$ cat config.mk
export PLATFORM = sky130hd
export DESIGN_NAME = command_parser
export DESIGN_NICKNAME = d
export VERILOG_FILES = /design/src/source/led_matrix_pkg.sv /design/src/source/command_parser.sv
export VERILOG_INCLUDE_DIRS = /design/src /design/src/source
export SDC_FILE = /design/constraint.sdc
export NUM_CORES = 1
export LEC_CHECK = 0
export BUFFER_PORTS_ARGS = -buffer_cell sky130_fd_sc_hd__buf_2
export CAP_MARGIN = 20
export CORE_AREA = 2 2 65 67
export CTS_CLUSTER_SIZE = 8
export DETAILED_ROUTE_END_ITERATION = 7
export DIE_AREA = 0 0 67 69
export HOLD_SLACK_MARGIN = 0.02
export PLACE_DENSITY = 0.9
export SYNTH_ARGS = -nofsm -noshare
export SYNTH_HDL_FRONTEND = slang
export SYNTH_SLANG_ARGS = --single-unit
$ cat constraint.sdc
create_clock -name clk_root -period 8.9 [get_ports clk_root]
set_clock_uncertainty 0.15 [all_clocks]
set_input_delay 1.78 -clock clk_root [delete_from_list [all_inputs] [get_ports clk_root]]
set_output_delay 1.78 -clock clk_root [all_outputs]
set_load 0.05 [all_outputs]
$ cat src/source/led_matrix_macros.svh
// Panel geometry and timing constants, sized for a 64x32 panel scanned as 16 row pairs
`ifndef LED_MATRIX_MACROS_SVH
`define LED_MATRIX_MACROS_SVH

// Pixels per panel line
`define LM_COLUMNS 64

// Physical panel lines
`define LM_LINES 32

// Lines driven at once, top and bottom half
`define LM_ROW_PAIRS 16

// Brightness bit planes per row pair
`define LM_PLANES 6

// Serial bit period in clk_root cycles
// 21 cycles per bit, sampled at mid-bit
`define LM_UART_TICKS_PER_BIT 21

// Scan tick period in clk_root cycles
`define LM_SCAN_DIV 2

// Lit time of plane 0
// Doubles for every higher plane
`define LM_OE_BASE_CYCLES 8

`endif

$ cat src/source/led_matrix_pkg.sv
// Shared packed structs, field widths fixed for a 64x32 panel with 6 planes
`default_nettype none

package led_matrix_pkg;

	// One frame buffer pixel
	// Red in the top bits
	typedef struct packed {
		logic [4:0] red;
		logic [5:0] green;
		logic [4:0] blue;
	} rgb565_t;

	// Byte write into the frame buffer
	// Address is line * 128 + byte index
	typedef struct packed {
		logic        we;
		logic [11:0] addr;
		logic [7:0]  data;
	} fb_write_t;

	// Plane and colour gating
	// rgb_enable bit 0 red, bit 1 green, bit 2 blue
	typedef struct packed {
		logic [5:0] brightness_enable;
		logic [2:0] rgb_enable;
	} display_cfg_t;

	// Scan to fetch request
	typedef struct packed {
		logic       strobe;
		logic [3:0] row_pair;
		logic [5:0] column;
		logic [2:0] plane;
	} pixel_req_t;

	// Fetch result, same colour order as rgb_enable
	typedef struct packed {
		logic [2:0] rgb_top;
		logic [2:0] rgb_bot;
		logic       valid;
	} plane_bits_t;

	// HUB75 panel pins
	typedef struct packed {
		logic [3:0] row_addr;
		logic [2:0] rgb_top;
		logic [2:0] rgb_bot;
		logic       pixel_clk;
		logic       latch;
		logic       oe_n;
	} hub75_t;

endpackage

`default_nettype wire

$ cat src/source/command_parser.sv
// Command decoder for 'L', 'B' and 'C'; bad commands are dropped silently, no error flag
`timescale 1ns/1ps
`default_nettype none
`include "led_matrix_macros.svh"

module command_parser (
	input  wire                          clk_root,
	input  wire                          arst_n,
	input  wire  [7:0]                   rx_byte,
	input  wire                          rx_valid,
	output led_matrix_pkg::fb_write_t    fb_wr,
	output led_matrix_pkg::display_cfg_t cfg,
	output logic                         rx_busy,
	output logic [7:0]                   commands_done
);

	localparam int LINE_BYTES = `LM_COLUMNS * 2;
	localparam int BYTE_W = $clog2(LINE_BYTES);
	localparam int LINE_W = $clog2(`LM_LINES);
	localparam logic [BYTE_W-1:0] BYTE_LAST = BYTE_W'(LINE_BYTES - 1);

	// ASCII command bytes
	localparam logic [7:0] CMD_LINE = 8'h4C;
	localparam logic [7:0] CMD_BRIGHT = 8'h42;
	localparam logic [7:0] CMD_CHAN = 8'h43;

	typedef enum logic [2:0] {S_IDLE, S_LINE, S_DATA, S_BRIGHT, S_CHAN} state_t;

	state_t            state;
	logic [LINE_W-1:0] line_q;
	logic [BYTE_W-1:0] byte_cnt;
	logic              wr_strobe;
	logic [11:0]       wr_addr;
	logic [7:0]        wr_data;
	logic [5:0]        bright_q;
	logic [2:0]        rgb_q;
	logic [7:0]        done_q;

	always_ff @(posedge clk_root or negedge arst_n) begin
		if (!arst_n) begin
			state     <= S_IDLE;
			line_q    <= '0;
			byte_cnt  <= '0;
			wr_strobe <= 1'b0;
			// Everything lit after reset
			bright_q  <= '1;
			rgb_q     <= '1;
			done_q    <= '0;
		end else begin
			wr_strobe <= 1'b0;
			if (rx_valid) begin
				case (state)
					S_IDLE: begin
						// Unknown bytes stay here and are not counted
						case (rx_byte)
							CMD_LINE:   state <= S_LINE;
							CMD_BRIGHT: state <= S_BRIGHT;
							CMD_CHAN:   state <= S_CHAN;
							default:    state <= S_IDLE;
						endcase
					end
					S_LINE: begin
						// Out of range line aborts the command
						if (rx_byte < 8'(`LM_LINES)) begin
							line_q   <= rx_byte[LINE_W-1:0];
							byte_cnt <= '0;
							state    <= S_DATA;
						end else begin
							state <= S_IDLE;
						end
					end
					S_DATA: begin
						wr_strobe <= 1'b1;
						byte_cnt  <= byte_cnt + 1'b1;
						if (byte_cnt == BYTE_LAST) begin
							done_q <= done_q + 1'b1;
							state  <= S_IDLE;
						end
					end
					S_BRIGHT: begin
						bright_q <= rx_byte[5:0];
						done_q   <= done_q + 1'b1;
						state    <= S_IDLE;
					end
					default: begin
						rgb_q  <= rx_byte[2:0];
						done_q <= done_q + 1'b1;
						state  <= S_IDLE;
					end
				endcase
			end
		end
	end

	// Byte address is line * 128 + byte index
	always_ff @(posedge clk_root) begin
		if (rx_valid && state == S_DATA) begin
			wr_addr <= {line_q, byte_cnt};
			wr_data <= rx_byte;
		end
	end

	assign fb_wr = '{we: wr_strobe, addr: wr_addr, data: wr_data};
	assign cfg = '{brightness_enable: bright_q, rgb_enable: rgb_q};
	assign rx_busy = (state != S_IDLE);
	assign commands_done = done_q;

	// Each write follows a received byte and stays inside line 31
	assert property (@(posedge clk_root) disable iff (!arst_n)
		fb_wr.we |-> $past(rx_valid) && fb_wr.addr <= 12'(`LM_LINES * LINE_BYTES - 1));

endmodule

`default_nettype wire

==> impl_metrics.json <==
{
  "run_status": "finished, final reports clean",
  "io_buffer_count": 49,
  "clock-root-buffer": "sky130_fd_sc_hd__clkbuf_8",
  "gpl.final_weighted_congestion": 0.7788,
  "grt_start_max_net_pins": 34,
  "synth-seq-area-share_pct": 67.63,
  "post_synth_instance_area_um2": 2126,
  "routed_via_density": 5.368,
  "setup-tns-final_ps": 0,
  "cts_resized": 0,
  "drt_pass1_iterations": 4,
  "clock_sink_count": 53,
  "dr.first_iter.drc_count": 74,
  "design.core.area_um2": 3914,
  "detailed_place.area_um2": 2411,
  "die_w_um": 67,
  "insertedDiodeCount": 0,
  "route.antenna.remaining_nets": 0,
  "totalWireLength_um": 3694,
  "netlist_top_cells_area": "sky130_fd_sc_hd__dfrtp_1, sky130_fd_sc_hd__edfxtp_1, sky130_fd_sc_hd__dfstp_2",
  "worstRegToRegCells": 4,
  "global_route.usage.total_pct": 17.70,
  "worstPathBufferInverterCount": 1,
  "netlist_instances": 149,
  "power.density_cell_area_nw_per_um2": 168.6,
  "via_total_after_detailed_routing": 1342,
  "crit_chain": "buf_2, or4_4, o31a_1, or4_1, a21oi_1",
  "design_area_um2": 2495,
  "hold_path.class": "flop to flop",
  "crit_path_max_fanout": 6,
  "synth_area_per_cell_um2": 14.27,
  "holdPathStages": 0,
  "synthDominantCellAreaShare_pct": 28.25,
  "worst_skew_pair.late_latency_ps": 300,
  "timing.max_slew.rel_slack_pct": 42.15,
  "die-area_um2": 4623,
  "first_global_vias": 1350,
  "worst_ir_drop_vdd_v": 0.00008359,
  "fraction_of_layout_cells_with_a_size_suffix_above_1_pct": 40.00,
  "grt_pass1_wl_um": 6203,
  "cp_top_family": "simple AND/OR/NAND/NOR gates",
  "synthesis.yosys.warnings": 0,
  "hold_violations": 0,
  "cp.depth": 5,
  "post_drt_wl_per_cell_um": 14.78,
  "fin_crit_sh_pct": 37.54,
  "critPathCaptureType": "flop",
  "setup.reg_to_reg.worst_slack_ps": 6400,
  "cts-root-to-sink-buffers": 2,
  "final_critical_path_required_period_ps": 3341,
  "distinct_cells_synth": 39,
  "critical_path.slowest_cell": "sky130_fd_sc_hd__or4_4",
  "slew_violations": 0,
  "post_cts_repair_timing_setup_buffer_count": 0,
  "cts_inserted_buffers": 5,
  "number_of_primary_i_o_pins": 50,
  "layout_commonest_cell": "sky130_fd_sc_hd__buf_2",
  "synth-seq-cells": 53,
  "htree_levels": 2,
  "final_core_util_pct": 63.75,
  "finish.net_count": 212,
  "async_reset_ff_share_pct": 62.26,
  "crit_arrival_ps": 3420,
  "power_leakage_uw": 0.001158,
  "sum_of_net_half_perimeters_after_detailed_placement_um": 2657,
  "clock_tree_from_tritoncts": "yes",
  "areaGrowthSynthToFinish_pct": 17.36,
  "final_setup_violations": 0,
  "layout_common_cells": "sky130_fd_sc_hd__buf_2, sky130_fd_sc_hd__dfrtp_1, sky130_fd_sc_hd__edfxtp_1",
  "die_y_um": 69,
  "worstSetupPathType": "primary input to flop",
  "startpoint_types": "primary input",
  "antenna_found_initial": 0,
  "drc_errors": 0,
  "cp_data_required_time_ps": 8970,
  "row_count": 23,
  "cts_hold_repair.buffers": 0,
  "clkTransAtPathRegs_ps": 90,
  "achievable_clock_frequency_mhz": 299.3,
  "number_of_nets_produced_by_synthesis": 162,
  "floorplan.initialDensity_pct": 54.32,
  "max-cap-violations": 0,
  "unrepaired_setup_endpoints_after_global_routing": "false",
  "largest_area_contributor_in_the_netlist": "sky130_fd_sc_hd__dfrtp_1",
  "synth-edff-count": 20,
  "timing.critical_path.slowest_cell_delay_ps": 570,
  "dominantRegCellSynth": "sky130_fd_sc_hd__dfrtp_1",
  "global_route.overflow_total": 0,
  "worst_slew_pin_slew_ps": 867.8
}
## final timing paths
path	start	end
worst max-delay path	rx_byte[7]	byte_cnt[5]
worst min-delay path	line_q[4]	wr_addr[11]
worst max register to register	state[2]	commands_done[1]
worst min register to register	line_q[4]	wr_addr[11]
max in group asynchronous	arst_n	commands_done[5]
min in group asynchronous	arst_n	commands_done[1]
## registers in the layout, summed over array words and instances, names as in the netlist
| name | flops |
|---|---|
| wr_strobe | 1 |
| bright_q | 6 |
| state | 3 |
| line_q | 5 |
| commands_done | 8 |
| rgb_q | 3 |
| wr_addr | 12 |
| byte_cnt | 7 |
| wr_data | 8 |
## cells by family (layout without fill, tap and decap cells)
kind of cell	after synthesis	after routing	synth area share, %
AOI/OAI and AO/OA	16	16	5.062
muxes	18	18	9.476
and+or+nand+nor	44	44	11.07
xor gates and xnor gates	8	8	3.296
DFF	53	53	67.63
buffers and inverters	8	59	2.295
adders and majority gates	2	2	1.177
## report_power, final
group          switching (µW)  total, µW  leakage, µW  internal, µW
Combinational            20.7       30.0     0.000513          9.32
Clock                    71.9        127    0.0000388          54.6
Sequential               4.88        264     0.000606           259
Total                    97.5        421      0.00116           323
## cells in the mapped netlist (2+ instances only)
library cell                number
sky130_fd_sc_hd__nor4_1          2
sky130_fd_sc_hd__nand2_1        12
sky130_fd_sc_hd__or3_1           2
sky130_fd_sc_hd__mux2_2         12
sky130_fd_sc_hd__edfxtp_1       20
sky130_fd_sc_hd__xor2_1          7
sky130_fd_sc_hd__nand2b_1        2
sky130_fd_sc_hd__nor2_1          7
sky130_fd_sc_hd__mux2_1          5
sky130_fd_sc_hd__dfrtp_1        24
sky130_fd_sc_hd__buf_6           2
sky130_fd_sc_hd__a21oi_1         3
sky130_fd_sc_hd__nor3_1          5
sky130_fd_sc_hd__o2bb2ai_1       2
sky130_fd_sc_hd__o21ai_0         5
sky130_fd_sc_hd__nand3_1         4
sky130_fd_sc_hd__dfstp_2         9
sky130_fd_sc_hd__clkbuf_1        4
sky130_fd_sc_hd__ha_1            2
## area by class of cell
cell class	count	area [µm²]
Sequential cell	53	1438
Fill cell	309	1419
Multi-Input combinational cell	88	654.4
Timing Repair Buffer	50	252.7
Clock buffer	6	72.57
Tap cell	50	62.56
Clock inverter	2	11.26
Inverter	1	3.754
## metrics by stage
step                cells  total power (µW)  worst slack [ps]  hold WS [ps]
floorplan             149             287.5              3514         271.0
global placement      242             298.2              5304         278.2
detailed placement    242             299.4              5240         286.8
CTS                   250             425.0              5557         307.6
global route          250             435.2              5468         317.7
finish                250             420.6              5559         304.9
## per-layer routing
layer | vias to the layer above | wire, µm | global-route usage [%]
met5 | - | 0 | 0
met4 | 0 | 66 | 7.483
met3 | 7 | 204 | 3.915
met2 | 37 | 1883 | 29.15
met1 | 654 | 1539 | 22.12
li1 | 644 | - | -
Power figures use the tool's default switching activity.
