File: config.mk
export PLATFORM = sky130hd
export DESIGN_NAME = pixel_fetch
export DESIGN_NICKNAME = d
export VERILOG_FILES = /design/src/source/led_matrix_pkg.sv /design/src/source/pixel_fetch.sv
export VERILOG_INCLUDE_DIRS = /design/src /design/src/source
export SDC_FILE = /design/constraint.sdc
export NUM_CORES = 1
export LEC_CHECK = 0
export BUFFER_PORTS_ARGS = -buffer_cell sky130_fd_sc_hd__buf_2
export CORE_AREA = 2 2 92 94
export CTS_CLUSTER_SIZE = 8
export DETAILED_ROUTE_END_ITERATION = 10
export DIE_AREA = 0 0 94 96
export PLACE_DENSITY = 0.46
export SLEW_MARGIN = 20
export SYNTH_ARGS = -nofsm -noshare
export SYNTH_HDL_FRONTEND = slang
export SYNTH_SLANG_ARGS = --single-unit
File: constraint.sdc
create_clock -name clk_root -period 1.8 [get_ports clk_root]
set_clock_uncertainty 0.1 [all_clocks]
set_input_delay 0.18 -clock clk_root [delete_from_list [all_inputs] [get_ports clk_root]]
set_output_delay 0.18 -clock clk_root [all_outputs]
set_load 0.02 [all_outputs]
File: src/source/led_matrix_macros.svh
// Panel geometry and timing constants, sized for a 64x32 panel scanned as 16 row pairs
`ifndef LED_MATRIX_MACROS_SVH
`define LED_MATRIX_MACROS_SVH

// Pixels per panel line
`define LM_COLUMNS 64

// Physical panel lines
`define LM_LINES 32

// Lines driven at once, top and bottom half
`define LM_ROW_PAIRS 16

// Brightness bit planes per row pair
`define LM_PLANES 6

// Serial bit period in clk_root cycles
// 21 cycles per bit, sampled at mid-bit
`define LM_UART_TICKS_PER_BIT 21

// Scan tick period in clk_root cycles
`define LM_SCAN_DIV 2

// Lit time of plane 0
// Doubles for every higher plane
`define LM_OE_BASE_CYCLES 8

`endif

File: src/source/led_matrix_pkg.sv
// Shared packed structs, field widths fixed for a 64x32 panel with 6 planes
`default_nettype none

package led_matrix_pkg;

	// One frame buffer pixel
	// Red in the top bits
	typedef struct packed {
		logic [4:0] red;
		logic [5:0] green;
		logic [4:0] blue;
	} rgb565_t;

	// Byte write into the frame buffer
	// Address is line * 128 + byte index
	typedef struct packed {
		logic        we;
		logic [11:0] addr;
		logic [7:0]  data;
	} fb_write_t;

	// Plane and colour gating
	// rgb_enable bit 0 red, bit 1 green, bit 2 blue
	typedef struct packed {
		logic [5:0] brightness_enable;
		logic [2:0] rgb_enable;
	} display_cfg_t;

	// Scan to fetch request
	typedef struct packed {
		logic       strobe;
		logic [3:0] row_pair;
		logic [5:0] column;
		logic [2:0] plane;
	} pixel_req_t;

	// Fetch result, same colour order as rgb_enable
	typedef struct packed {
		logic [2:0] rgb_top;
		logic [2:0] rgb_bot;
		logic       valid;
	} plane_bits_t;

	// HUB75 panel pins
	typedef struct packed {
		logic [3:0] row_addr;
		logic [2:0] rgb_top;
		logic [2:0] rgb_bot;
		logic       pixel_clk;
		logic       latch;
		logic       oe_n;
	} hub75_t;

endpackage

`default_nettype wire

File: src/source/pixel_fetch.sv
// Top then bottom pixel fetch with fixed 4-cycle latency; accepts one request at a time
`timescale 1ns/1ps
`default_nettype none
`include "led_matrix_macros.svh"

module pixel_fetch (
	input  wire                          clk_root,
	input  wire                          arst_n,
	input  led_matrix_pkg::pixel_req_t   req,
	input  led_matrix_pkg::display_cfg_t cfg,
	output logic [10:0]                  rd_addr,
	input  led_matrix_pkg::rgb565_t      rd_data,
	output led_matrix_pkg::plane_bits_t  bits
);

	localparam int LINE_W = $clog2(`LM_LINES);

	typedef enum logic [1:0] {F_IDLE, F_ADDR_BOT, F_CAP_BOT, F_APPLY} state_t;

	state_t                  state;
	logic [3:0]              row_q;
	logic [5:0]              col_q;
	logic [2:0]              plane_q;
	led_matrix_pkg::rgb565_t top_q;
	led_matrix_pkg::rgb565_t bot_q;
	logic [2:0]              top_bits_q;
	logic [2:0]              bot_bits_q;
	logic                    valid_q;

	// One pixel to three plane bits
	// Red and blue get a zero below the LSB
	function automatic logic [2:0] reduce_pixel(input led_matrix_pkg::rgb565_t px,
		input logic [2:0] plane, input led_matrix_pkg::display_cfg_t c);
		logic [5:0] red_w;
		logic [5:0] grn_w;
		logic [5:0] blu_w;
		logic       plane_on;
		red_w = {px.red, 1'b0};
		grn_w = px.green;
		blu_w = {px.blue, 1'b0};
		plane_on = c.brightness_enable[plane];
		return {blu_w[plane], grn_w[plane], red_w[plane]} & {3{plane_on}} & c.rgb_enable;
	endfunction

	// Top line straight from the request, bottom line sixteen further down
	always_comb begin
		if (state == F_ADDR_BOT) begin
			rd_addr = {LINE_W'(row_q) + LINE_W'(`LM_ROW_PAIRS), col_q};
		end else begin
			rd_addr = {LINE_W'(req.row_pair), req.column};
		end
	end

	always_ff @(posedge clk_root or negedge arst_n) begin
		if (!arst_n) begin
			state   <= F_IDLE;
			valid_q <= 1'b0;
		end else begin
			valid_q <= 1'b0;
			case (state)
				F_IDLE:     if (req.strobe) state <= F_ADDR_BOT;
				F_ADDR_BOT: state <= F_CAP_BOT;
				F_CAP_BOT:  state <= F_APPLY;
				default: begin
					valid_q <= 1'b1;
					state   <= F_IDLE;
				end
			endcase
		end
	end

	// Captured request and pixel data
	always_ff @(posedge clk_root) begin
		if (state == F_IDLE && req.strobe) begin
			row_q   <= req.row_pair;
			col_q   <= req.column;
			plane_q <= req.plane;
		end
		if (state == F_ADDR_BOT) begin
			top_q <= rd_data;
		end
		if (state == F_CAP_BOT) begin
			bot_q <= rd_data;
		end
		if (state == F_APPLY) begin
			top_bits_q <= reduce_pixel(top_q, plane_q, cfg);
			bot_bits_q <= reduce_pixel(bot_q, plane_q, cfg);
		end
	end

	assign bits = '{rgb_top: top_bits_q, rgb_bot: bot_bits_q, valid: valid_q};

	// Scan side must wait for valid before asking again
	assert property (@(posedge clk_root) disable iff (!arst_n) req.strobe |-> state == F_IDLE);

endmodule

`default_nettype wire

==> run_results.csv, run 1 <==
group,metric,value,unit
outcome,status,"finished, final reports clean",
power_and_ir_drop,ir_drop,0.753,mV
run,drv_cap,0,
placed_design,hpwl,3.39,mm
worst_setup_path,rr_worst_depth,3,
yosys,syn_inst,127,
timing,fin_hold_ws,0.0941,ns
yosys,synth-seq-cells,54,
worst_setup_path,reg2reg_from,"plane_q[0]$_DFFE_PP_",
timing,fmaxAchievable,558,MHz
timing,hold_violations,0,
worst_setup_path,cp_max_fo,5,
die,coreArea,8050,um^2
cells_and_area,num-nets-final,278,
worst_setup_path,r2r_end,"bot_bits_q[1]$_DFFE_PN_",
drt,wirelength,4.77,mm
drt,route.detailed.drc,0,
die,die_w,94,um
power_and_ir_drop,p_per_area,1280,nW/um^2
worst_setup_path,required,1.52,ns
global_route,grt_max_degree,18,
worst_setup_path,cp-endpoint,"rd_addr[6]",
die,ioPinCount,59,
cells_and_area,final_common_cell,"edfxtp_1",
timing,setup_tns,0,ns
timing,maxSlewViolCount,0,
clock_network,htreeDepth,2,
global_route,grt_pass1_vias,1625,
placed_design,place_ws,0.00686,ns
drt,dr.pass1.iters,4,
timing,max_slew_margin,77.1,%
cells_and_area,finalInstanceArea,3300,um^2
worst_setup_path,path_class,"flop to primary output",
yosys,yosysWarnings,0,
yosys,synth_nets,173,
timing,finalCritPeriodShare,99.5,%
global_route,grt-busiest-layer,"met2",
die,die_h,96,um
timing,setup_viol,0,
cells_and_area,final_util,40.9,%
global_route,grt_pass1_wl,7.58,mm
timing,finalWorstSetupSlack,0.00838,ns
placed_design,globalplace.congestion,0.812,
cells_and_area,drive_gt1_share,49.4,%
drt,vias,1483,
clock_network,clock-sinks,54,
global_route,track_usage,11.1,%
clock_network,clk_pin_slew,0.09,ns
power_and_ir_drop,p_leak,1.27,nW
cells_and_area,most-common-layout-cells,"51 x edfxtp_1, 48 x buf_2, 31 x dlygate4sd3_1",
worst_setup_path,r2r_slack,0.06,ns
timing,tightestPinTransition,0.343,ns
die,dieArea,9020,um^2
worst_setup_path,endpoint_kind,"primary output",
clock_network,cts_buffers,5,
clock_network,clkLatencyLatePin,0.30,ns
drt,drt-initial-drc-count,40,
die,num_rows,33,
yosys,ys_seq_area_share,70.1,%
clock_network,clock-root-buffer,"clkbuf_8",
die,start_util,28.5,%
placed_design,place_area,2710,um^2
drt,ant_nets,0,
drt,via_per_inst,4.39,
cells_and_area,syn_to_final_growth,43.8,%
timing,rsz0062_at_grt,"yes",
global_route,antenna_found_initial,0,
global_route,grt.met2_usage,19.3,%
cells_and_area,diodes,0,
global_route,grt_use_met3,3.21,%
yosys,postSynthAreaPerCell,18.0,um^2
worst_setup_path,arrival,1.51,ns
drt,wl_per_cell,14.1,um
min_path,holdCritPathClass,"input pin to asynchronous set/reset pin",
global_route,overflow,0,
placed_design,portBuffers,58,
worst_setup_path,cp-start-kind,"flop",
worst_setup_path,worstSetupStartpoint,"state[0]$_DFFE_PN0P_",
clock_network,cts_max_path_buffers,2,
global_route,met1_usage,13.5,%
yosys,synth_cell_types,24,
yosys,netlist_area,2290,um^2
timing,min_period,1.79,ns
clock_network,cts_tree,"yes",
## area by class of cell
cell class | instances | area, um^2
inverters | 7 | 26.3
clock buffers | 5 | 68.8
well taps | 105 | 131
flip-flops and latches | 54 | 1610
fillers | 749 | 4750
clock inverters | 3 | 16.3
repair buffers | 104 | 808
multi-input cells | 60 | 638
## routing by layer
metal  wire length [um]  part of all wire [%]
met3                333                   7.0
met4                 49                   1.0
met2               2320                    49
met1               2060                    43
met5                  0                     0
## worst max-delay path: stages (launching register included)
cell and delay, ns:
dfrtp_2 0.46, ha_4 0.19, buf_6 0.13, mux2_4 0.30
buf_6 0.13
## worst min path at each step
stage,startpoint,to,slack [ns],cells past startpoint
after floorplan,arst_n,state[0]$_DFFE_PN0P_,-0.22,0
after global placement,arst_n,state[1]$_DFFE_PN0P_,-0.12,1
after detailed placement,arst_n,state[1]$_DFFE_PN0P_,-0.12,1
after CTS,arst_n,state[1]$_DFFE_PN0P_,0.08,2
after global routing,arst_n,state[1]$_DFFE_PN0P_,0.08,2
final,arst_n,state[1]$_DFFE_PN0P_,0.09,2
## state kept, by name, indices dropped and copies added, names as in the netlist
signal,count
top_q,16
bot_q,16
state,2
plane_q,3
bot_bits_q,3
top_bits_q,3
col_q,6
row_q,4
valid_q,1
## what timing repair did
item                       4_1_cts  5_1_grt
hold buffers                    31        0
gates resized for setup         19       12
hold endpoints to repair        49        0
pin swaps                        0        1
setup buffers                    7        4
setup endpoints to repair       12       15
## Yosys cell counts (all sizes together)
| cell | instances | area (um^2) |
|---|---|---|
| edfxtp | 51 | 1530 |
| mux2 | 21 | 240 |
| inv | 7 | 26.3 |
| a31oi | 6 | 37.5 |
| buf | 5 | 52.5 |
| ha | 5 | 62.6 |
| a2111oi | 4 | 60.1 |
| a21oi | 4 | 31.3 |
| a22oi | 4 | 30.0 |
| nand2 | 4 | 15.0 |
| dfrtp | 3 | 75.1 |
| mux4 | 3 | 67.6 |
| nor2 | 2 | 7.51 |
| nor2b | 2 | 20.0 |
| nor4 | 2 | 12.5 |
| and2 | 1 | 6.26 |
| clkbuf | 1 | 3.75 |
| o21ai | 1 | 5.00 |
| o31ai | 1 | 7.51 |
## power by group
part | internal, mW | leakage, nW | switching (mW) | total [mW]
logic | 0.795 | 0.715 | 0.839 | 1.63
clock network | 0.267 | 0.0416 | 0.368 | 0.635
registers | 1.82 | 0.515 | 0.119 | 1.94
## per-stage QoR
step	instances	power [mW]
3_3_place_gp	288	3.22
5_1_grt	338	4.46
6_report	338	4.21
4_1_cts	334	4.16
3_5_place_dp	288	3.26
2_1_floorplan	127	2.86
## cell families (layout without fill, tap and decap cells)
family | count (synthesis) | in the layout | synth area share, %
AOI/OAI and AO/OA | 20 | 20 | 7.48
adders and majority gates | 5 | 5 | 2.73
buffers and inverters | 13 | 119 | 3.60
DFF | 54 | 54 | 70.1
muxes | 24 | 24 | 13.4
and+or+nand+nor | 11 | 11 | 2.67
No activity file was read; power rests on OpenSTA's default activity.
==> run 2: changes to the inputs <==
--- a/config.mk
+++ b/config.mk
@@ -11,7 +11,7 @@
 export CTS_CLUSTER_SIZE = 8
 export DETAILED_ROUTE_END_ITERATION = 10
 export DIE_AREA = 0 0 94 96
-export PLACE_DENSITY = 0.46
+export PLACE_DENSITY = 0.44
 export SLEW_MARGIN = 20
 export SYNTH_ARGS = -nofsm -noshare
 export SYNTH_HDL_FRONTEND = slang
==> constraint.sdc (replaced) <==
create_clock -name clk_root -period 1.71 [get_ports clk_root]
set_clock_uncertainty 0.1 [all_clocks]
set_input_delay 0.171 -clock clk_root [delete_from_list [all_inputs] [get_ports clk_root]]
set_output_delay 0.171 -clock clk_root [all_outputs]
set_load 0.02 [all_outputs]
==> run_results.csv, run 2 (synthesis results as in run 1) <==
group,metric,value,unit
outcome,status,"finished, violations left",
outcome,violations,"setup timing",
power_and_ir_drop,p_leak,1.34,nW
placed_design,hpwl,3.35,mm
die,num_rows,33,
placed_design,globalplace.congestion,0.706,
timing,finalCritPeriodShare,103,%
timing,hold_violations,0,
power_and_ir_drop,power,4.76,mW
timing,fin_hold_ws,0.0894,ns
worst_setup_path,slowest_delay,0.40,ns
cells_and_area,fill_cells,747,
cells_and_area,stdcell_count,341,
drt,wl_per_cell,14.7,um
clock_network,cts_buffers,5,
cells_and_area,final_common_cell,"edfxtp_1",
worst_setup_path,endpoint_kind,"primary output",
global_route,overflow,0,
worst_setup_path,path_delay_family,"flip-flops",
worst_setup_path,arrival,1.49,ns
cells_and_area,drive_gt1_share,53.0,%
worst_setup_path,r2r_end,"bot_bits_q[0]$_DFFE_PN_",
worst_setup_path,timing.critical_path.mode_cell,"buf_6",
worst_setup_path,cp_cell_sequence,"inv_2, ha_4, buf_6, mux2_4, buf_6",
clock_network,cts_tree,"yes",
timing,tightestPinTransition,0.356,ns
drt,vias,1477,
power_and_ir_drop,p_per_area,1380,nW/um^2
clock_network,cts_max_path_buffers,2,
die,ioPinCount,59,
global_route,track_usage,11.9,%
clock_network,clkLatencyLatePin,0.30,ns
worst_setup_path,cp_max_fo,5,
drt,route.detailed.drc,0,
power_and_ir_drop,ir_drop,0.743,mV
drt,drt-initial-drc-count,46,
worst_setup_path,r2r_slack,-0.05,ns
worst_setup_path,slowest_stage,"dfrtp_1",
timing,maxSlewViolCount,0,
power_and_ir_drop,p_seq_share,42.6,%
global_route,grt_pass1_wl,8.10,mm
timing,max_slew_margin,76.2,%
drt,wirelength,5.00,mm
timing,setup_tns,-0.691,ns
worst_setup_path,path_class,"flop to primary output",
drt,ant_nets,0,
run,drv_cap,0,
power_and_ir_drop,switching_power,1.47,mW
worst_setup_path,required,1.44,ns
global_route,grt_max_degree,18,
clock_network,htreeDepth,2,
clock_network,clk_pin_slew,0.08,ns
timing,setup_viol,17,
worst_setup_path,cp-start-kind,"flop",
placed_design,place_inst,295,
cells_and_area,syn_to_final_growth,50.4,%
die,die_h,96,um
clock_network,clock-root-buffer,"clkbuf_8",
clock_network,clock-sinks,54,
cells_and_area,diodes,0,
placed_design,portBuffers,58,
drt,via_per_inst,4.33,
power_and_ir_drop,intPower,3.30,mW
worst_setup_path,path_buf_inv,3,
drt,dr.pass1.iters,4,
cells_and_area,most-common-layout-cells,"51 x edfxtp_1, 48 x buf_2, 31 x dlygate4sd3_1",
timing,finalWorstSetupSlack,-0.0516,ns
timing,fmaxAchievable,568,MHz
placed_design,place_area,2780,um^2
die,start_util,28.5,%
timing,min_period,1.76,ns
min_path,holdCritPathClass,"input pin to asynchronous set/reset pin",
power_and_ir_drop,combPwrFrac,40.4,%
cells_and_area,finalInstanceArea,3450,um^2
power_and_ir_drop,switching_share,30.8,%
power_and_ir_drop,clkPwrFrac,17.0,%
timing,rsz0062_at_grt,"yes",
global_route,antenna_found_initial,0,
cells_and_area,multi_input_comb_area,713,um^2
cells_and_area,num-nets-final,282,
die,dieArea,9020,um^2
worst_setup_path,rr_worst_depth,5,
cells_and_area,seqCellArea,1610,um^2
die,die_w,94,um
global_route,grt_pass1_vias,1671,
die,coreArea,8050,um^2
worst_setup_path,reg2reg_from,"plane_q[0]$_DFFE_PP_",
cells_and_area,reg_top3,"bot_q x16, top_q x16, col_q x6",
[run 2: cell count changes in the layout (fill, tap and decap cells not counted), sizes merged]
cell | previous run | this run
clkinv | 2 | 1
bufinv | 0 | 1
buf | 73 | 77
clkinvlp | 1 | 0
[run 2: power by group through the flow]
| stage | Sequential (mW) | Clock, mW | Combinational (mW) |
|---|---|---|---|
| floorplan | 2.08 | 0 | 0.951 |
| global placement | 2.07 | 0 | 1.41 |
| detailed placement | 2.08 | 0 | 1.43 |
| CTS | 2.03 | 0.838 | 1.86 |
| global route | 2.07 | 0.903 | 2.07 |
| finish | 2.03 | 0.811 | 1.92 |
[run 2: cell type report]
class | count | area share (%)
tap | 105 | 3.81
sequential | 54 | 46.6
inverter | 7 | 0.762
clock inverter | 2 | 0.980
timing repair buffer | 108 | 25.1
multi-input combinational | 60 | 20.7
clock buffer | 5 | 2.00
[run 2: through the flow]
| stage | util (%) | setup slack, ns |
|---|---|---|
| final | 42.8 | -0.0516 |
| after global routing | 42.8 | -0.159 |
| after CTS | 42.0 | -0.0743 |
| after detailed placement | 34.5 | -0.0478 |
| after global placement | 34.5 | 0.00331 |
| after floorplan | - | 0.0360 |
[run 2: routing by layer]
metal / GRT usage, % / part of all wire, %
met2: 20.8 / 52
met5: 0 / 0
met1: 14.3 / 42
met3: 3.37 / 5.5
met4: 3.62 / 0.94
[run 2: what timing repair did]
item	in CTS	in global routing
pin swaps	4	5
endpoints found under the setup margin	17	17
hold buffers	31	0
hold endpoints to repair	49	0
resized for setup	40	7
buffers inserted	6	2
[run 2: worst max path at each step]
stage                         start                 endpoint  depth (start not counted)
2_1_floorplan  state[1]$_DFFE_PN0P_               rd_addr[0]                          4
3_3_place_gp   plane_q[0]$_DFFE_PP_  top_bits_q[1]$_DFFE_PN_                          4
3_5_place_dp   plane_q[0]$_DFFE_PP_  top_bits_q[1]$_DFFE_PN_                          4
4_1_cts        state[1]$_DFFE_PN0P_               rd_addr[1]                          5
5_1_grt        plane_q[0]$_DFFE_PP_  bot_bits_q[0]$_DFFE_PN_                          5
6_report       state[1]$_DFFE_PN0P_               rd_addr[4]                          5
