### src/source/led_matrix_macros.svh
// Panel geometry and timing constants, sized for a 64x32 panel scanned as 16 row pairs
`ifndef LED_MATRIX_MACROS_SVH
`define LED_MATRIX_MACROS_SVH

// Pixels per panel line
`define LM_COLUMNS 64

// Physical panel lines
`define LM_LINES 32

// Lines driven at once, top and bottom half
`define LM_ROW_PAIRS 16

// Brightness bit planes per row pair
`define LM_PLANES 6

// Serial bit period in clk_root cycles
// 21 cycles per bit, sampled at mid-bit
`define LM_UART_TICKS_PER_BIT 21

// Scan tick period in clk_root cycles
`define LM_SCAN_DIV 2

// Lit time of plane 0
// Doubles for every higher plane
`define LM_OE_BASE_CYCLES 8

`endif

### src/source/serial_rx.sv
// 8N1 receiver at a fixed bit period; no parity, frames with a low stop bit are dropped
`timescale 1ns/1ps
`default_nettype none
`include "led_matrix_macros.svh"

module serial_rx (
	input  wire        clk_root,
	input  wire        arst_n,
	input  wire        rxd,
	output logic [7:0] rx_byte,
	output logic       rx_valid
);

	localparam int TICKS = `LM_UART_TICKS_PER_BIT;
	localparam int CNT_W = $clog2(TICKS);
	localparam logic [CNT_W-1:0] BIT_LAST = CNT_W'(TICKS - 1);
	localparam logic [CNT_W-1:0] HALF_LAST = CNT_W'(TICKS / 2 - 1);

	typedef enum logic [1:0] {S_IDLE, S_START, S_DATA, S_STOP} state_t;

	state_t           state;
	logic             rxd_meta;
	logic             rxd_sync;
	logic [CNT_W-1:0] tick_cnt;
	logic [2:0]       bit_idx;
	logic [7:0]       shift;
	logic             sample_bit;

	// Mid-bit point of a data bit
	assign sample_bit = (state == S_DATA) && (tick_cnt == BIT_LAST);

	always_ff @(posedge clk_root or negedge arst_n) begin
		if (!arst_n) begin
			// Line idles high
			rxd_meta <= 1'b1;
			rxd_sync <= 1'b1;
			state    <= S_IDLE;
			tick_cnt <= '0;
			bit_idx  <= '0;
			rx_valid <= 1'b0;
		end else begin
			rxd_meta <= rxd;
			rxd_sync <= rxd_meta;
			rx_valid <= 1'b0;
			case (state)
				S_IDLE: begin
					// Falling edge starts a frame
					if (!rxd_sync) begin
						tick_cnt <= '0;
						state    <= S_START;
					end
				end
				S_START: begin
					if (tick_cnt == HALF_LAST) begin
						tick_cnt <= '0;
						bit_idx  <= '0;
						// Start bit gone high at mid-bit is a glitch
						state    <= rxd_sync ? S_IDLE : S_DATA;
					end else begin
						tick_cnt <= tick_cnt + 1'b1;
					end
				end
				S_DATA: begin
					if (sample_bit) begin
						tick_cnt <= '0;
						bit_idx  <= bit_idx + 1'b1;
						if (bit_idx == 3'd7) begin
							state <= S_STOP;
						end
					end else begin
						tick_cnt <= tick_cnt + 1'b1;
					end
				end
				default: begin
					if (tick_cnt == BIT_LAST) begin
						state    <= S_IDLE;
						// Framing check
						rx_valid <= rxd_sync;
					end else begin
						tick_cnt <= tick_cnt + 1'b1;
					end
				end
			endcase
		end
	end

	// LSB first
	always_ff @(posedge clk_root) begin
		if (sample_bit) begin
			shift <= {rxd_sync, shift[7:1]};
		end
	end

	assign rx_byte = shift;

	// A frame lasts ten bit times, so strobes are far apart
	assert property (@(posedge clk_root) disable iff (!arst_n) rx_valid |=> !rx_valid);

endmodule

`default_nettype wire
### config.mk
export PLATFORM = sky130hd
export DESIGN_NAME = serial_rx
export DESIGN_NICKNAME = d
export VERILOG_FILES = /design/src/source/serial_rx.sv
export VERILOG_INCLUDE_DIRS = /design/src /design/src/source
export SDC_FILE = /design/constraint.sdc
export NUM_CORES = 1
export LEC_CHECK = 0
export ABC_CLOCK_PERIOD_IN_PS = 2230
export CORE_MARGIN = 1
export CORE_UTILIZATION = 30
export CTS_CLUSTER_DIAMETER = 120
export CTS_CLUSTER_SIZE = 40
export DETAILED_ROUTE_END_ITERATION = 16
export DONT_BUFFER_PORTS = 1
export PLACE_DENSITY = 0.43
export SLEW_MARGIN = 20
export SYNTH_ARGS = -nofsm -noshare
export SYNTH_HDL_FRONTEND = slang
export SYNTH_SLANG_ARGS = --single-unit
### constraint.sdc
create_clock -name clk_root -period 2.23 [get_ports clk_root]
set_input_delay 0.223 -clock clk_root [delete_from_list [all_inputs] [get_ports clk_root]]
set_output_delay 0.223 -clock clk_root [all_outputs]
set_load 0.01 [all_outputs]
==> results.yml, run 1 <==
placement:
  gp_congestion: 0.793
  port_buffers: 0
  hpwl_um: 1160
  dp_slack_ns: 0.636
clocking:
  clockRootBuffer: "clkbuf_4"
  h-tree-depth: 1
  cts_made_buffers: 3
  clkTransAtPathRegs_ns: 0.12
  cts_tree: "yes"
  cts.sinks: 21
  cts_buffer_depth: 2
  insertion_delay_ns: 0.31
floorplanning:
  start_util_pct: 32.4
  io_pins: 12
  fp-row-count: 20
  die_area_um2: 3580
  die_w_um: 59.9
  core_area_um2: 3100
  die_y_um: 59.9
timing:
  setup_ws_ns: 0.623
  timing.hold.ws_ns: 0.359
  grt_setup_unrepaired: "no"
  clock_skew_ns: 0.0117
  fmax_ghz: 0.622
  fin_setup_tns_ns: 0
  finalCritPeriodShare_pct: 72.1
  hold_violations: 0
  setup_violations: 0
  max_slew_margin_pct: 57.7
  slew_viol_final: 0
  fin_crit_ns: 1.61
  max_slew.worst_pin.slew_ns: 0.632
worst_setup_path:
  critPathSlowestCell: "dfrtp_1"
  cp_cell_sequence: "inv_1 > ha_1 > nand4b_4 > o21ai_4 > or3_1 > a21oi_1"
  start_kind: "flip-flop"
  crit_type: "flip-flop to flip-flop"
  critical_path.max_fanout: 10
  slowest_delay_ns: 0.44
  critPathRequiredTime_ns: 2.47
  cp_top_family: "simple AND/OR/NAND/NOR gates"
  endpoint_kind: "flip-flop"
  cp.arrival_ns: 1.85
  critPathBufInv: 1
detailed_routing:
  vias: 594
  wl_per_cell_um: 12.3
  drcViolationCount: 0
  drt-initial-drc-count: 10
  ant_nets: 0
  wl_um: 1580
  dr.pass1.iters: 2
  via_per_inst: 4.64
finish:
  area_growth_pct: 8.97
  antenna_cells: 0
  drive_gt1_share_pct: 16.7
  ff_latch_area_um2: 568
  mostFrequentLayoutCell: "dfrtp_1"
  multi_input_area_um2: 402
  fill_cells: 327
  final_nets: 93
  mostFrequentLayoutCells: "11 x dfrtp_1, 8 x edfxtp_1, 7 x nand2_1"
synth:
  yosysUniqueCellTypes: 33
  ys_seq_area_share_pct: 56.5
  synth_top_area_share_pct: 27.4
  synth_cells: 80
  synth_area_per_cell_um2: 12.6
  syn_nets: 88
  ys_top_cells_by_area: "dfrtp_1 27%, edfxtp_1 24%, ha_1 6.2%"
  synth_area_um2: 1000
  yosysTopAreaCell: "dfrtp_1"
  synth_seq_cells: 21
  ys.warnings.count: 0
power:
  leakage_nw: 0.453
  cellPowerDensity_nw_per_um2: 982
  irDropWorstVdd_mv: 0.482
grt:
  grt.busiest_layer: "met2"
  grt_pass1_wl_um: 2680
  overflow: 0
  grt_max_degree: 19
  grt_use_total_pct: 10.1
  antenna_found_initial: 0
  met1_usage_pct: 13.5
  grt_util_met2_pct: 15.4
  use_met3_pct: 4.11
  first_global_vias: 565
run:
  drv_cap: 0
min_path:
  hp-class: "primary input to async pin"
status:
  status: "finished, final reports clean"
[cells by family (layout without fill, tap and decap cells)]
| family | after synthesis | after routing | share of synthesized area, % |
|---|---|---|---|
| muxes | 5 | 5 | 4.98 |
| buffers and inverters | 7 | 11 | 3.49 |
| AOI/OAI and AO/OA | 15 | 15 | 10.2 |
| adders and majority gates | 5 | 5 | 6.23 |
| and+or+nand+nor | 25 | 25 | 16.8 |
| xor gates and xnor gates | 2 | 2 | 1.74 |
| DFF | 21 | 21 | 56.5 |
[worst register-to-register path: stages, from the launching register on]
cell      delay, ns
dfrtp_1        0.44
inv_1          0.10
ha_1           0.24
nand4b_4       0.19
o21ai_4        0.10
or3_1          0.34
a21oi_1        0.14
[layer usage]
metal | part of all wire (%) | vias to the layer above
met5 | 0 | -
met2 | 45 | 11
met3 | 4.1 | 0
met1 | 51 | 284
li1 | - | 299
met4 | 0 | 0
[area by class of cell]
cell class | count | share of cell area [%]
Clock buffer | 3 | 2.06
Clock inverter | 1 | 0.457
Inverter | 4 | 1.37
Multi-Input combinational cell | 52 | 36.7
Sequential cell | 21 | 51.9
Tap cell | 44 | 5.03
Timing Repair Buffer | 3 | 2.51
[through the flow]
stage          instances  utilization (%)  instance area, um2  total power, mW
2_1_floorplan         80                -                1000            0.855
3_3_place_gp         122             33.8                1050            0.910
3_5_place_dp         122             33.8                1050            0.897
4_1_cts              128             35.3                1090             1.10
5_1_grt              128             35.3                1090             1.17
6_report             128             35.3                1090             1.07
[synth_stat cells, drive strengths merged]
cell,count
a21oi,4
a22o,1
a22oi,1
a31oi,1
and3,1
and4bb,1
buf,2
clkbuf,1
dfrtp,11
dfstp,2
edfxtp,8
ha,5
inv,4
mux2i,5
nand2,7
nand2b,1
nand3,2
nand4,1
nand4b,1
nor2,6
nor3b,1
nor4b,1
o21ai,5
o22ai,1
o311ai,1
o31ai,1
or3,2
or3b,1
xnor2,1
xor2,1
[report_power, final]
part	switching [mW]	internal, mW
Combinational	0.139	0.151
Sequential	0.136	0.467
Clock	0.114	0.0669
[registers in the layout (all words and copies together) (netlist names)]
register  cells
tick_cnt      5
rxd_meta      1
bit_idx       3
rxd_sync      1
rx_valid      1
rx_byte       8
state         2
[final timing paths]
| path | slack [ns] | end | from | cells past startpoint |
|---|---|---|---|---|
| max | 0.62 | tick_cnt[3] | tick_cnt[0] | 6 |
| min in group clk_root | 0.36 | rxd_sync | rxd_meta | 0 |
| min reg2reg | 0.36 | rxd_sync | rxd_meta | 0 |
| max reg2reg | 0.62 | tick_cnt[3] | tick_cnt[0] | 6 |
| max in group asynchronous | 1.45 | state[0] | arst_n | 1 |
| min | 0.36 | tick_cnt[2] | arst_n | 1 |
[repair_timing]
action | 4_1_cts | 5_1_grt
endpoints found under the setup margin | 0 | 0
hold buffers | 2 | 0
gates resized for setup | 0 | 0
buffers inserted | 0 | 0
hold endpoints to repair | 14 | 0
Power figures use the tool's default switching activity.
==> run 2, diff against run 1 <==
ABC_AREA = 1   (was default)
ABC_CLOCK_PERIOD_IN_PS = 1500   (was 2230)
clock period = 1.5 ns   (was 2.23 ns; I/O delays follow)
==> run 2 against run 1 <==
Compared with the run above:
- first-iteration DRC count increased to 4.8 times the previous value
- die area up 5.4%
- total power grew 77%
- final cell count is 31% higher
- critical endpoint unchanged
- clock power grew 66%
==> results.yml, run 2 <==
timing:
  timing.hold.ws_ns: 0.257
  clock_skew_ns: 0.00748
  grt_setup_unrepaired: "yes"
  finalCritPeriodShare_pct: 92.5
  fin_setup_tns_ns: 0
  max_slew_margin_pct: 59.0
  fin_crit_ns: 1.39
  slew_viol_final: 0
  max_slew.worst_pin.slew_ns: 0.614
  setup_violations: 0
  hold_violations: 0
  fmax_ghz: 0.721
power:
  clockPowerShare_pct: 15.9
  switching_power_uw: 780
  leakage_nw: 0.575
  seq_power_share_pct: 46.1
  cellPowerDensity_nw_per_um2: 1590
  irDropWorstVdd_mv: 0.572
  p_int_mw: 1.12
  combPwrFrac_pct: 38.1
  p_sw_share_pct: 41.0
synth:
  synth_seq_cells: 21
  syn_nets: 121
  synth_top_area_share_pct: 25.9
  ys_seq_area_share_pct: 53.5
  ys_top_cells_by_count: "33 x nand2_1, 12 x inv_1, 11 x dfrtp_1, 10 x nor2_1, 8 x edfxtp_1"
  synth_area_per_cell_um2: 9.39
  synth_area_um2: 1060
  ys.flop_type: "dfrtp_1"
  yosysMostFrequentCell: "nand2_1"
  synth_cells: 113
  yosysUniqueCellTypes: 18
  synth-edff-count: 8
  ys_top_cells_by_area: "dfrtp_1 26%, edfxtp_1 23%, nand2_1 12%"
  ys.warnings.count: 0
  async_flop_share_pct: 61.9
  yosysTopAreaCell: "dfrtp_1"
finish:
  utilization_pct: 35.6
  mostFrequentLayoutCells: "33 x nand2_1, 12 x inv_1, 11 x dfrtp_1"
  drive_gt1_share_pct: 23.0
  area_growth_pct: 12.7
  mostFrequentLayoutCell: "nand2_1"
  fill_cells: 377
  final_nets: 131
  antenna_cells: 0
  largest_reg_flops: 8
detailed_routing:
  drt-initial-drc-count: 48
  vias: 729
  dr.pass1.iters: 4
  ant_nets: 0
  wl_um: 1900
  drcViolationCount: 0
  wl_per_cell_um: 11.3
  via_per_inst: 4.34
clocking:
  h-tree-depth: 1
  insertion_delay_ns: 0.32
  cts.sinks: 21
  cts_buffer_depth: 2
  clkTransAtPathRegs_ns: 0.13
  cts_tree: "yes"
  cts_made_buffers: 3
  clockRootBuffer: "clkbuf_4"
worst_setup_path:
  worst-r2r-cell-count: 9
  start_kind: "flip-flop"
  crit_type: "flip-flop to flip-flop"
  rr_startpoint: "tick_cnt[0]"
  critical_path.max_fanout: 8
  endpoint_kind: "flip-flop"
  r2r-end: "tick_cnt[3]"
  critPathRequiredTime_ns: 1.73
  cp.arrival_ns: 1.62
  rrSetupSlack_ns: 0.11
floorplanning:
  die_w_um: 61.5
  io_pins: 12
  die_area_um2: 3780
  start_util_pct: 31.5
  core_area_um2: 3360
  die_y_um: 61.5
  fp-row-count: 21
min_path:
  hp-class: "primary input to async pin"
placement:
  gp_congestion: 0.787
  port_buffers: 0
  hpwl_um: 1410
grt:
  first_global_vias: 680
  antenna_found_initial: 0
  grt_pass1_wl_um: 3190
  grt_max_degree: 14
  overflow: 0
  grt_use_total_pct: 12.0
run:
  drv_cap: 0
status:
  status: "finished, final reports clean"
[run 2: cell count changes in the layout (fill, tap and decap cells not counted), moves of 3 or more]
cell / delta
inv_2: +5
a21oi_1: -4
nand3_1: +5
nand2_2: +3
inv_1: +8
nor2_1: +4
nand2_1: +26
mux2i_1: -5
[run 2: worst max-delay path by stage]
stage / startpoint / to / slack [ns] / cells past startpoint
6_report: tick_cnt[0] / tick_cnt[3] / 0.11 / 9
5_1_grt: tick_cnt[0] / tick_cnt[3] / -0.004 / 9
4_1_cts: tick_cnt[0] / rx_byte[2] / 0.04 / 8
3_5_place_dp: tick_cnt[0] / rx_byte[5] / 0.07 / 8
3_3_place_gp: tick_cnt[0] / rx_byte[7] / 0.09 / 8
2_1_floorplan: tick_cnt[0] / rx_byte[0] / 0.1 / 8
[run 2: final cells by class]
class / count / area [um2] / share of cell area [%]
sequential: 21 / 568 / 47.5
multi-input combinational: 74 / 428 / 35.8
inverter: 18 / 70.1 / 5.86
tap: 46 / 57.6 / 4.81
timing repair buffer: 5 / 42.5 / 3.56
clock buffer: 3 / 22.5 / 1.88
clock inverter: 1 / 7.51 / 0.628
[run 2: power groups by stage]
stage	Sequential, mW	Combinational, mW	Clock [mW]
after detailed placement	0.890	0.709	0
after global placement	0.890	0.696	0
final	0.875	0.723	0.301
after global routing	0.902	0.840	0.339
after floorplan	0.865	0.542	0
after CTS	0.877	0.723	0.324
[run 2: stage by stage]
| step | worst slack [ns] | total power, mW | instances | area [um2] |
|---|---|---|---|---|
| after floorplan | 0.0961 | 1.41 | 113 | 1060 |
| after CTS | 0.0442 | 1.92 | 168 | 1190 |
| final | 0.112 | 1.90 | 168 | 1200 |
| after detailed placement | 0.0743 | 1.60 | 162 | 1140 |
| after global placement | 0.0899 | 1.59 | 162 | 1140 |
| after global routing | -0.00382 | 2.08 | 168 | 1200 |
[run 2: kinds of logic after synthesis]
family	after synthesis	synth area share [%]
AOI/OAI and AO/OA	5	2.71
adders and majority gates	5	5.90
and+or+nand+nor	64	31.5
buffers and inverters	18	6.37
DFF	21	53.5
[run 2: timing repair]
item	4_1_cts	5_1_grt
setup endpoints to repair	0	10
gates resized for setup	0	2
hold buffers	2	0
buffers inserted	0	0
hold endpoints to repair	14	0
[run 2: worst max-delay path, cell delays in order (launching register included)]
cell and delay (ns):
dfrtp_1 0.37, inv_1 0.07, ha_1 0.19, nand2_1 0.06
inv_1 0.05, buf_4 0.13, nand3_4 0.13, nand2_4 0.09
a21oi_2 0.15, nor2_1 0.06
[run 2: layer usage]
metal,part of all wire [%],wire (um),track usage [%]
met5,0,0,0
met4,2.6,49,7.62
met3,2.5,47,2.52
met2,44,828,16.3
met1,51,968,17.1
==> run 3, diff against run 2 <==
ABC_CLOCK_PERIOD_IN_PS = 1100   (was 1500)
PLACE_DENSITY = 0.44   (was 0.43)
clock period = 1.1 ns   (was 1.5 ns; I/O delays follow)
==> run 3 against run 2 <==
Compared with the run above:
- the run now ends with setup timing left
- clock skew rose by 0.0013 ns
- final cell count up 7.7%
- routed wire length is 7.9% higher
- largest power group is now combinational cells
- clock-buffer cell count did not move
- sequential cell count unchanged
- clock power increased by 27%
- critical path depth decreased by 1
- non-clock buffer count rose by 12
- critical path type unchanged
==> results.yml, run 3 (synthesis gave the netlist of run 2 again) <==
timing:
  setup_violations: 19
  max_slew_margin_pct: 59.8
  max_slew.worst_pin.slew_ns: 0.602
  fmax_ghz: 0.746
  slew_viol_final: 0
  fin_crit_ns: 1.34
  setup_ws_ns: -0.241
  clock_skew_ns: 0.00876
  grt_setup_unrepaired: "yes"
  hold_violations: 0
  finalCritPeriodShare_pct: 122
clocking:
  h-tree-depth: 1
  insertion_delay_ns: 0.31
  clkTransAtPathRegs_ns: 0.12
  cts_tree: "yes"
  cts_buffer_depth: 2
  clockRootBuffer: "clkbuf_4"
  cts.sinks: 21
  cts_made_buffers: 3
power:
  cellPowerDensity_nw_per_um2: 2220
  leakage_nw: 0.668
  irDropWorstVdd_mv: 0.786
detailed_routing:
  dr.pass1.iters: 4
  ant_nets: 0
  via_per_inst: 4.32
  drcViolationCount: 0
  vias: 782
  wl_um: 2040
  drt-initial-drc-count: 27
  wl_per_cell_um: 11.3
finish:
  fin_cells: 181
  utilization_pct: 42.3
  mostFrequentLayoutCell: "nand2_1"
  area_growth_pct: 34.0
  final_nets: 144
  drive_gt1_share_pct: 48.1
  largest_reg_flops: 8
  antenna_cells: 0
  mostFrequentLayoutCells: "23 x nand2_1, 14 x buf_4, 11 x dfrtp_1"
grt:
  antenna_found_initial: 0
  grt_use_total_pct: 12.3
  first_global_vias: 700
  grt_pass1_wl_um: 3270
  overflow: 0
  grt_max_degree: 14
floorplanning:
  core_area_um2: 3360
  start_util_pct: 31.5
  die_y_um: 61.5
  die_w_um: 61.5
  io_pins: 12
  fp-row-count: 21
  die_area_um2: 3780
placement:
  hpwl_um: 1490
  gp_congestion: 0.792
  port_buffers: 0
  place_inst: 172
status:
  status: "finished, violations left"
  violations: "setup timing"
min_path:
  hp-class: "primary input to async pin"
worst_setup_path:
  critPathRequiredTime_ns: 1.15
  critical_path.max_fanout: 5
  start_kind: "flip-flop"
  crit_type: "flip-flop to flip-flop"
  endpoint_kind: "flip-flop"
  cp.arrival_ns: 1.39
run:
  drv_cap: 0
==> run 3: power breakdown <==
part | total, mW | switching, mW | internal, mW
registers | 1.18 | 0.180 | 1.00
logic | 1.59 | 0.869 | 0.718
clock network | 0.383 | 0.247 | 0.136
==> run 3: layout make-up <==
class | count | area [um2]
inverter | 18 | 75.1
multi-input combinational | 74 | 551
fill | 368 | 1940
sequential | 21 | 568
timing repair inverter | 1 | 6.26
timing repair buffer | 17 | 136
tap | 46 | 57.6
clock inverter | 1 | 5.00
clock buffer | 3 | 22.5
==> run 3: metrics by stage <==
| step | worst slack (ns) | power, mW | setup TNS, ns | instance area [um2] | hold WS, ns |
|---|---|---|---|---|---|
| after floorplan | -0.199 | 1.96 | -2.68 | 1080 | -0.186 |
| after global placement | -0.244 | 2.43 | -3.73 | 1230 | -0.185 |
| after detailed placement | -0.255 | 2.44 | -4.19 | 1230 | -0.185 |
| after CTS | -0.247 | 3.04 | -4.00 | 1340 | 0.258 |
| after global routing | -0.305 | 3.44 | -5.05 | 1420 | 0.262 |
| final | -0.241 | 3.15 | -3.80 | 1420 | 0.225 |
==> run 3: final timing paths <==
path / to / slack (ns) / start / cells past startpoint
setup / recovery: rx_byte[4] / -0.24 / tick_cnt[0] / 8
hold / removal: bit_idx[2] / 0.22 / arst_n / 1
setup reg to reg: rx_byte[4] / -0.24 / tick_cnt[0] / 8
hold reg to reg: rxd_sync / 0.37 / rxd_meta / 0
max in group asynchronous: tick_cnt[1] / 0.48 / arst_n / 1
min in group clk_root: rxd_meta / 0.33 / rxd / 1
==> run 3: routing by layer <==
metal	vias up	global-route usage (%)	share of wire [%]
li1	402	-	-
met1	366	17.2	48
met2	10	17.7	48
met3	4	3.78	2.9
met4	0	4.76	1.5
met5	-	0	0
==> run 3: worst max-delay path, stage by stage, from the launching register on <==
cell and delay [ns]:
dfrtp_1 0.43, inv_2 0.09, ha_4 0.12, nand2_2 0.04, inv_2 0.09, nand2_4 0.07, inv_2 0.07, nand2_4 0.08
inv_4 0.09
==> run 3: timing repair <==
| action | in CTS | in global routing |
|---|---|---|
| endpoints found under the hold margin | 14 | 0 |
| resized for setup | 15 | 17 |
| buffers inserted | 2 | 1 |
| pin swaps | 2 | 11 |
| gates cloned | 1 | 0 |
| setup endpoints to repair | 19 | 19 |
| hold buffers | 2 | 0 |
